===== src/logic/soc_cfg_pkg.sv =====
// l2 read path sizing constants

package soc_cfg_pkg;

  // one l2 beat as streamed by the memory
  localparam int unsigned BEAT_W = 64;

  // cluster data port word
  localparam int unsigned CL_WORD_W = 32;

  // word address into l2, one address per beat
  localparam int unsigned L2_AW = 8;

  // burst length field, wide enough for the longest burst
  localparam int unsigned LEN_W = 5;

  // longest burst the cluster DMA issues,
  // also the default depth of the read burst buffer
  localparam int unsigned DMA_MAX_BURST_LEN = 16;

endpackage


===== src/logic/l2_beat_pkg.sv =====
// l2 datapath types

package l2_beat_pkg;

  import soc_cfg_pkg::*;

  // l2 word address
  typedef logic [L2_AW-1:0] l2_addr_t;

  // burst length in beats, zero is not a legal length
  typedef logic [LEN_W-1:0] burst_len_t;

  // one word on the cluster data port
  typedef logic [CL_WORD_W-1:0] cl_word_t;

  // a beat is either one memory word or two cluster words
  // lo goes out first on the cluster side
  typedef union packed {
    logic [BEAT_W-1:0] word;
    struct packed {
      cl_word_t hi;
      cl_word_t lo;
    } halves;
  } l2_beat_u;

endpackage


===== src/logic/cl_dwc_down.sv =====
// cluster side 64 to 32 down-converter
`timescale 1ns/100ps

module cl_dwc_down
  import l2_beat_pkg::*;
(
  input  logic     clk_i,
  input  logic     rst_n_i,

  // beat fifo
  input  logic     fifo_empty_i,
  input  l2_beat_u fifo_head_i,
  output logic     fifo_pop_o,

  // cluster data port
  input  logic     cl_stall_i,
  output logic     cl_valid_o,
  output cl_word_t cl_data_o,

  output logic     dwc_busy_o
);

  l2_beat_u beat_q;
  // a beat is held
  logic     full_q;
  // high half is on the port
  logic     half_q;

  // take a new beat when nothing is held or the high half leaves now,
  // never while the cluster stalls
  assign fifo_pop_o = !fifo_empty_i && !cl_stall_i && (!full_q || half_q);

  always_ff @(posedge clk_i or negedge rst_n_i) begin
    if (!rst_n_i) begin
      full_q <= 1'b0;
      half_q <= 1'b0;
    end else if (fifo_pop_o) begin
      full_q <= 1'b1;
      half_q <= 1'b0;
    end else if (full_q && !cl_stall_i) begin
      // low half done, move to high; high half done, release the beat
      half_q <= !half_q;
      if (half_q) begin
        full_q <= 1'b0;
      end
    end
  end

  always_ff @(posedge clk_i) begin
    if (fifo_pop_o) begin
      beat_q <= fifo_head_i;
    end
  end

  // output holds under stall since no state moves
  assign cl_valid_o = full_q;
  assign cl_data_o  = half_q ? beat_q.halves.hi : beat_q.halves.lo;
  assign dwc_busy_o = full_q;

endmodule


===== config.mk =====
export PLATFORM = sky130hd
export DESIGN_NAME = cl_dwc_down
export DESIGN_NICKNAME = d
export VERILOG_FILES = /design/src/logic/soc_cfg_pkg.sv /design/src/logic/l2_beat_pkg.sv /design/src/logic/cl_dwc_down.sv
export SDC_FILE = /design/constraint.sdc
export NUM_CORES = 1
export LEC_CHECK = 0
export ABC_AREA = 1
export BUFFER_PORTS_ARGS = -buffer_cell sky130_fd_sc_hd__buf_2
export CORE_UTILIZATION = 45
export CTS_BUF_LIST = sky130_fd_sc_hd__clkbuf_4 sky130_fd_sc_hd__clkbuf_8
export CTS_CLUSTER_DIAMETER = 50
export DETAILED_ROUTE_END_ITERATION = 8
export GPL_ROUTABILITY_DRIVEN = 0
export PLACE_DENSITY = 0.8
export SYNTH_ARGS = -nofsm -noshare
export SYNTH_HDL_FRONTEND = slang
export SYNTH_SLANG_ARGS = --single-unit

===== constraint.sdc =====
create_clock -name clk_i -period 3.4 [get_ports clk_i]
set_clock_uncertainty 0.15 [all_clocks]
set_input_delay 0.68 -clock clk_i [delete_from_list [all_inputs] [get_ports clk_i]]
set_output_delay 0.68 -clock clk_i [all_outputs]
set_load 0.02 [all_outputs]

==> qor.txt <==
STATUS
----------------------------------------------------------------------------------------
Status                                                                      finished, final reports clean

GLOBAL ROUTING
----------------------------------------------------------------------------------------
Remaining global-route overflow                                                        0
Overall Global Routing Usage                                                       15.4%
Number of antenna violations at the first check in global routing                      0
Maximum number of pins on one net before global-route repair                          65
Number of global-route vias before repair                                           1560
Global-route wire length before repair                                           6690 µm

DRT
----------------------------------------------------------------------------------------
Total length of routed wires                                                     4160 µm
Router iterations before antenna repair                                                4
Detailed-route DRC error count                                                         0
Count of vias placed by the detailed router                                         1616
Number of DRC markers after the initial detailed-route iteration                      62
Via density                                                                         4.39
Antenna Violating Nets Remaining                                                       0
Routed length per instance                                                       11.3 µm

FINISH
----------------------------------------------------------------------------------------
Area Growth Syn to Fin                                                             29.7%
Summed area of non-filler cells in the final layout                             3270 µm²
Proportion of layout cells with a drive suffix above 1                             44.3%
Final core utilization                                                             62.4%
Final Instance Count excl. Fillers                                                   368
Total number of nets in the final design                                             361
Number of diodes added for antenna fixing                                              0

PLACEMENT
----------------------------------------------------------------------------------------
Placed standard-cell area                                                       3040 µm²
Number of placed instances, taps included                                            351
Total half-perimeter wirelength after legalization and detailed placement        2720 µm
Port Buf Inserts                                                                     102

LOGIC SYNTHESIS
----------------------------------------------------------------------------------------
Mux contribution to synthesized area                                                  0%
Leading post-synthesis cells by cell area                                   edfxtp_1, nand2_1, nand2_2
Dominant combinational cell family by area after synthesis                  simple AND/OR/NAND/NOR gates
Register bit count reported by yosys                                                  66
Cell type contributing the most total cell area after synthesis                 edfxtp_1
Share of synthesized area occupied by flip-flops and latches                       78.3%
Cell area after synthesis                                                       2520 µm²
Synth Net Count                                                                      253
Share of synthesized cell area in and, or, nand and nor gates                      17.0%
Share of the synthesized area in the top cell type                                 76.3%
Post-synth cell types                                                                 11
Average size of a mapped cell                                                   13.6 µm²
Adder and majority cell fraction of the synthesized area                              0%
Gate count after technology mapping                                                  185
Synthesized-area fraction occupied by ao, oa, aoi and oai cells                       0%
Xor/xnor share of the synthesized area                                                0%
Yosys warning count                                                                    0

STA
----------------------------------------------------------------------------------------
Unrepaired setup endpoints after global routing                                       no
Number of failing hold endpoints at the final stage                                    0
Relative slew margins                                                              49.6%
Final Setup Violations                                                                 0
Highest clock frequency the design can meet                                      426 MHz
Sum Neg Setup Slack                                                                 0 ns
Worst-Margin Slew                                                               0.755 ns
Final worst path period share                                                      69.0%
Max-slew violation count                                                               0
Time the final worst path needs with I/O delays and setup                        2.35 ns

CRITICAL PATH
----------------------------------------------------------------------------------------
Crit-path most repeated cell                                                     nand2_1
CP max stage cell                                                                dfrtp_1
Biggest cell delay along the critical path                                       0.44 ns
Setup crit end kind                                                          output port
Cell Chain, Critical Path                                                   buf_4 -> nand2_1 -> nand2_1 -> buf_2
Worst-path maximum fanout                                                             32
Required time at the endpoint of the critical path                               2.57 ns
Startpoint type of the worst setup path                                         register
Arrival time worst endpoint                                                      1.52 ns
Critical path type                                                          register to output port

DIE
----------------------------------------------------------------------------------------
DIE WIDTH                                                                        76.8 µm
Die area                                                                        5900 µm²
Overall die height                                                               76.8 µm
Initial Util                                                                       48.1%
Placement row count                                                                   26
Number of ports placed on the die boundary                                           103
Area of the core                                                                5240 µm²

CLOCK NETWORK
----------------------------------------------------------------------------------------
Num CTS Buffers                                                                        9
Number of H-tree levels                                                                3
Clock latency reported for the late side of the worst-skew pair                  0.33 ns
Post-CTS sizing                                                                        0
Maximum clock insertion buffer count                                                   2
CTS tree                                                                            done
Clk pin slew, worst setup/hold paths                                             0.07 ns
Number of buffers added to fix hold violations after cts                               1
Clock net sink count                                                                  66
Post-CTS setup-driven buffer insertion count                                           0
Root cell of the clock tree                                                     clkbuf_8

HOLD PATH
----------------------------------------------------------------------------------------
Class of the tightest hold or removal check                                 primary input to register

POWER AND IR DROP
----------------------------------------------------------------------------------------
Total power per unit cell area                                                793 nW/µm²
Max IR drop VDD                                                                 0.425 mV
Final Total Pwr                                                                  2590 µW
Leakage                                                                       0.00150 µW

JOB
----------------------------------------------------------------------------------------
Number of maximum-capacitance constraint violations                                    0

## cells in the final DEF (no fill, tap or decap), types with 2 or more instances in the layout
master,instances
buf_4,2
nand2_2,11
nand2_1,92
buf_2,102
clkbuf_8,9
clkinv_1,2
bufinv_16,2
dfrtp_1,2
edfxtp_1,64
inv_1,4
## stage by stage
step | worst slack (ns) | hold WS, ns
after global routing | 0.920 | 0.350
after global placement | 1.22 | 0.317
after detailed placement | 1.19 | 0.319
after CTS | 1.03 | 0.359
after floorplan | 0.340 | 0.234
final | 1.05 | 0.371
## flip-flops by register name (all words and copies together) (netlist names)
| signal | count |
|---|---|
| half_q | 1 |
| cl_valid_o | 1 |
| beat_q | 64 |
## final timing paths
| path | startpoint | cells past startpoint | slack, ns | to |
|---|---|---|---|---|
| min in group asynchronous | rst_n_i | 2 | 0.52 | cl_valid_o |
| max in group asynchronous | rst_n_i | 2 | 2.49 | half_q |
| max reg2reg | half_q | 5 | 1.40 | beat_q[59] |
| min reg2reg | cl_valid_o | 2 | 0.46 | cl_valid_o |
| min | fifo_head_i[22] | 1 | 0.37 | beat_q[22] |
| max | half_q | 4 | 1.05 | cl_data_o[18] |
## Yosys cell counts, drive strengths merged
cell / n
nand3: 2
nand2: 103
dfrtp: 2
inv: 6
edfxtp: 64
buf: 8
## cell families after synthesis
kind of cell | count (synthesis)
DFF | 66
buffers and inverters | 14
and+or+nand+nor | 105
## layout make-up
cell class	instances	area, µm²
flip-flops and latches	66	1970
fillers	422	1970
repair buffers	105	536
multi-input cells	105	429
clock buffers	10	131
well taps	70	87.6
clock inverters	6	81.3
inverters	6	30.0
## power breakdown
group	leakage [µW]	internal [µW]	switching (µW)
Combinational	0.000769	257	599
Sequential	0.000618	1010	38.7
Clock	0.000109	416	274
Total	0.00150	1680	912
## routing by layer
metal  vias to the layer above  track usage, %  part of all wire, %
met5                         -               0                    0
met2                        69            26.6                   49
met1                       708            15.4                   40
met4                         0            8.08                  2.1
met3                         9            6.90                  8.9
li1                        830               -                    -
## worst max-delay path, delay by kind of cell, from the launching register on
kind	cells	cell delay (ns)
buf+inv	2	0.53
flops	1	0.44
simple gates	2	0.19
No activity file was read; power rests on OpenSTA's default activity.
