## src/logic/soc_cfg_pkg.sv

```systemverilog
// l2 read path sizing constants

package soc_cfg_pkg;

  // one l2 beat as streamed by the memory
  localparam int unsigned BEAT_W = 64;

  // cluster data port word
  localparam int unsigned CL_WORD_W = 32;

  // word address into l2, one address per beat
  localparam int unsigned L2_AW = 8;

  // burst length field, wide enough for the longest burst
  localparam int unsigned LEN_W = 5;

  // longest burst the cluster DMA issues,
  // also the default depth of the read burst buffer
  localparam int unsigned DMA_MAX_BURST_LEN = 16;

endpackage

```

## src/logic/l2_beat_pkg.sv

```systemverilog
// l2 datapath types

package l2_beat_pkg;

  import soc_cfg_pkg::*;

  // l2 word address
  typedef logic [L2_AW-1:0] l2_addr_t;

  // burst length in beats, zero is not a legal length
  typedef logic [LEN_W-1:0] burst_len_t;

  // one word on the cluster data port
  typedef logic [CL_WORD_W-1:0] cl_word_t;

  // a beat is either one memory word or two cluster words
  // lo goes out first on the cluster side
  typedef union packed {
    logic [BEAT_W-1:0] word;
    struct packed {
      cl_word_t hi;
      cl_word_t lo;
    } halves;
  } l2_beat_u;

endpackage

```

## src/logic/read_burst_buffer.sv

```systemverilog
// read burst buffer
`timescale 1ns/100ps

module read_burst_buffer
  import soc_cfg_pkg::*;
  import l2_beat_pkg::*;
#(
  parameter int unsigned BUF_DEPTH = DMA_MAX_BURST_LEN
) (
  input  logic       clk_i,
  input  logic       rst_n_i,

  // burst requests
  input  logic       burst_req_i,
  input  l2_addr_t   burst_addr_i,
  input  burst_len_t burst_len_i,
  output logic       burst_ack_o,
  output logic       burst_drop_o,

  // memory side
  output logic       rd_start_o,
  output l2_addr_t   rd_addr_o,
  output burst_len_t rd_len_o,
  input  logic       beat_valid_i,
  input  l2_beat_u   beat_data_i,

  // converter side
  input  logic       fifo_pop_i,
  output logic       fifo_empty_o,
  output l2_beat_u   fifo_head_o,
  output logic       buf_busy_o
);

  localparam int unsigned PTR_W = $clog2(BUF_DEPTH);

  logic [BEAT_W-1:0] fifo_q [BUF_DEPTH];
  logic [PTR_W-1:0]  wr_ptr_q;
  logic [PTR_W-1:0]  rd_ptr_q;
  logic [LEN_W-1:0]  count_q;
  // beats still owed by the memory for the admitted burst
  logic [LEN_W-1:0]  due_q;
  logic [LEN_W-1:0]  free_cnt;
  logic              len_ok;
  logic              accept;
  logic              push;
  logic              pop;

  // depth need not be a power of two
  function automatic logic [PTR_W-1:0] ptr_next(input logic [PTR_W-1:0] p);
    if (p == PTR_W'(BUF_DEPTH - 1)) begin
      return '0;
    end
    return p + 1'b1;
  endfunction

  // admission: whole burst must fit and the memory must be idle
  assign free_cnt = LEN_W'(BUF_DEPTH) - count_q;
  assign len_ok   = (burst_len_i != '0) && (burst_len_i <= LEN_W'(BUF_DEPTH));
  assign accept   = burst_req_i && len_ok && (due_q == '0) && (burst_len_i <= free_cnt);

  always_ff @(posedge clk_i or negedge rst_n_i) begin
    if (!rst_n_i) begin
      burst_ack_o  <= 1'b0;
      burst_drop_o <= 1'b0;
      due_q        <= '0;
    end else begin
      burst_ack_o  <= accept;
      burst_drop_o <= burst_req_i && !accept;
      if (accept) begin
        due_q <= burst_len_i;
      end else if (beat_valid_i) begin
        due_q <= due_q - 1'b1;
      end
    end
  end

  // memory is started in the same cycle as the ack
  assign rd_start_o = burst_ack_o;

  always_ff @(posedge clk_i) begin
    if (accept) begin
      rd_addr_o <= burst_addr_i;
      rd_len_o  <= burst_len_i;
    end
  end

  // beat fifo
  assign push = beat_valid_i;
  assign pop  = fifo_pop_i && (count_q != '0);

  always_ff @(posedge clk_i or negedge rst_n_i) begin
    if (!rst_n_i) begin
      wr_ptr_q <= '0;
      rd_ptr_q <= '0;
      count_q  <= '0;
    end else begin
      if (push) begin
        wr_ptr_q <= ptr_next(wr_ptr_q);
      end
      if (pop) begin
        rd_ptr_q <= ptr_next(rd_ptr_q);
      end
      case ({push, pop})
        2'b10:   count_q <= count_q + 1'b1;
        2'b01:   count_q <= count_q - 1'b1;
        default: count_q <= count_q;
      endcase
    end
  end

  always_ff @(posedge clk_i) begin
    if (push) begin
      fifo_q[wr_ptr_q] <= beat_data_i.word;
    end
  end

  assign fifo_head_o.word = fifo_q[rd_ptr_q];
  assign fifo_empty_o     = (count_q == '0);
  assign buf_busy_o       = (count_q != '0) || (due_q != '0);

endmodule

```

## config.mk

```make
export PLATFORM = sky130hd
export DESIGN_NAME = read_burst_buffer
export DESIGN_NICKNAME = d
export VERILOG_FILES = /design/src/logic/soc_cfg_pkg.sv /design/src/logic/l2_beat_pkg.sv /design/src/logic/read_burst_buffer.sv
export SDC_FILE = /design/constraint.sdc
export NUM_CORES = 1
export LEC_CHECK = 0
export ABC_AREA = 1
export BUFFER_PORTS_ARGS = -buffer_cell sky130_fd_sc_hd__buf_2
export CORE_ASPECT_RATIO = 1.4
export CORE_MARGIN = 1.5
export CORE_UTILIZATION = 30
export CTS_CLUSTER_DIAMETER = 200
export DETAILED_ROUTE_END_ITERATION = 8
export GPL_ROUTABILITY_DRIVEN = 1
export SYNTH_ARGS = -nofsm -noshare
export SYNTH_HDL_FRONTEND = slang
export SYNTH_SLANG_ARGS = --single-unit
```

## constraint.sdc

```tcl
create_clock -name clk_i -period 7.5 [get_ports clk_i]
set_clock_uncertainty 0.15 [all_clocks]
set_input_delay 1.5 -clock clk_i [delete_from_list [all_inputs] [get_ports clk_i]]
set_output_delay 1.5 -clock clk_i [all_outputs]
set_load 0.005 [all_outputs]
```

==> flow_summary_export.csv <==
group,metric,value,unit
clock_tree,cts_hold_buf,0,
yosys,syn_nets,3281,
yosys,synth_area,42000,sq um
worst_setup_path,critical_path_class,"register to primary output",
power,p_leak,15.5,nW
global_routing,grt_usage,0.149,
clock_tree,clock_path_buffers,3,
worst_setup_path,end_kind,"primary output",
yosys,syn_inst,3182,
global_routing,grt_pass1_wl,160000,microns
drt,ant_nets,0,
clock_tree,post_cts_resized,0,
clock_tree,clock-sinks,1057,
yosys,ys_seq_area_frac,0.753,
worst_setup_path,worstPathRequired,5850,ps
clock_tree,htreeDepth,3,
drt,vias,25718,
yosys,synth_top_cell_by_area,"edfxtp_1",
power,ir_drop,0.000381,V
global_routing,gr-total-overflow,0,
clock_tree,cts_setup_buffers,0,
place,dpl.hpwl,55600,microns
global_routing,antenna_found_initial,27,
yosys,ys_ff_latch,1057,
timing,fmax,176,MHz
drt,remaining_drc_errors,0,
yosys,synth_top_cells_by_count,"edfxtp_1, nor2_1, o21ai_0, o211ai_1, nand3_1",
yosys,synth-edff-count,1037,
yosys,synth_area_leaders,"edfxtp_1, nor2_1, o21ai_0",
timing,maxSlewHeadroom,0.160,
worst_setup_path,start_kind,"register",
drt,initialDrtViolationCount,2164,
timing,tightestPinTransition,1260,ps
timing,fin_crit_sh,0.758,
place,place_area,44500,sq um
yosys,synth_most_common_cell,"edfxtp_1",
yosys,synthArstFlopShare,0.0189,
yosys,yosysWarningCount,0,
run_status,outcome,"finished, final reports clean",
drt,firstDrtPassIters,5,
global_routing,grt_max_degree,271,
drt,viasPerCell,4.98,
timing,hold_viol,0,
power,powerDensity,376,nW/um^2
clock_tree,root_buffer,"clkbuf_16",
finish,drive_gt1_frac,0.113,
clock_tree,cts_made_buffers,98,
flow_run,drv_cap,0,
place,globalplace.congestion,0.719,
place,io_buffer_count,163,
yosys,ys_types,28,
clock_tree,cts_tree,"built",
floorplanning,row_count,162,
timing,rsz0062_at_grt,"no",
clock_tree,clk_pin_slew_worst_paths,70,ps
finish,syn2layout_area_growth,13.6,%
yosys,synth_top_area_share,0.741,
global_routing,grt_pass1_vias,24835,
floorplanning,dieArea,142000,sq um
floorplanning,die_y,446,microns
finish,final_cell_area,47700,sq um
floorplanning,start_util,0.302,
floorplanning,core,139000,sq um
timing,drv_slew,0,
floorplanning,io_pins,164,
drt,wl_per_cell,21.0,microns
timing,finalSetupViolCount,0,
timing,holdWs,353,ps
timing,setup_tns,0,ps
worst_setup_path,cp_max_fo,270,
drt,routed_wl,109000,microns
yosys,ys.flop_type,"edfxtp_1",
clock_tree,insertion_delay,700,ps
timing,min_period,5680,ps
yosys,syn_avg_cell_area,13.2,sq um
worst_hold_path,min_path_type,"register to register",
floorplanning,die_w,319,microns
worst_setup_path,cp.arrival,4030,ps
finish,nNetsFinal,3374,
## worst max-delay path, cell delays in order (launching register included)
cell	delay, ps
dfrtp_4	770
inv_16	800
buf_12	530
nor2_1	80
nor2_1	90
o21ai_0	90
o211ai_1	130
nand3_1	90
nand2_1	240
buf_2	180
## layout by cell type, fill, tap and decap left out, drive strengths merged, types with 2 or more instances in the layout
master / count
nand3b: 3
nand4: 2
xnor2: 5
clkbuf: 109
a21oi: 44
dfrtp: 20
clkinv: 48
nor2: 711
buf: 209
edfxtp: 1037
nand3: 149
nand2: 114
o211ai: 256
o21bai: 2
nor3: 2
inv: 83
diode: 8
clkinvlp: 5
bufinv: 8
o21ai: 519
ha: 17
xor2: 8
## layer usage
| layer | up-vias | global-route usage | wire length (microns) |
|---|---|---|---|
| met4 | 22 | 0.0676 | 4010 |
| met5 | - | 0 | 156 |
| met2 | 679 | 0.257 | 54000 |
| met3 | 215 | 0.0235 | 5370 |
| met1 | 12923 | 0.184 | 45200 |
| li1 | 11879 | - | - |
## final cells by class
class,instances,area (sq um)
multi-input combinational,1835,9110
sequential,1057,31700
fill,13396,91300
clock buffer,109,2490
antenna,8,20.0
tap,1804,2260
clock inverter,70,641
timing repair buffer,209,1220
inverter,74,302
## per-stage QoR
stage / power (mW) / setup WS, ps / cells / util
CTS: 18.2 / 1840 / 5158 / 0.343
global route: 18.9 / 1580 / 5164 / 0.343
finish: 17.9 / 1820 / 5166 / 0.343
floorplan: 11.1 / 803 / 3182 / -
detailed placement: 13.3 / 2630 / 4979 / 0.320
global placement: 13.2 / 2590 / 4979 / 0.320
## cells by family (layout without fill, tap and decap cells)
kind of cell	after synthesis	count (layout)	share of synthesized area
AO/OA/AOI/OAI	823	823	0.114
XOR/XNOR	13	13	0.00271
adder cells (fa/ha/maj)	17	17	0.00506
buffers and inverters	290	462	0.0328
flip-flops	1057	1057	0.753
other	0	8	0
AND/OR/NAND/NOR	982	982	0.0927
## final timing paths
path                                   from              to  slack [ps]  cells after the start
worst max-delay path            rd_ptr_q[0]  fifo_head_o[2]        1820                      9
max in group asynchronous           rst_n_i     rd_ptr_q[3]        6010                      1
worst min-delay path               due_q[4]        due_q[4]         350                      2
worst max register to register   count_q[0]      count_q[4]        4360                     16
worst min register to register     due_q[4]        due_q[4]         350                      2
min in group asynchronous           rst_n_i     burst_ack_o         670                      1
## state kept, by name, indices dropped and copies added (netlist names)
register	count
burst_ack_o	1
count_q	5
rd_len_o	5
due_q	5
burst_drop_o	1
fifo_q	1024
rd_addr_o	8
rd_ptr_q	4
wr_ptr_q	4
## power breakdown
part / internal, mW / switching (mW)
logic: 1.68 / 4.00
clock network: 2.69 / 2.20
registers: 7.04 / 0.332
No activity file was read; power rests on OpenSTA's default activity.
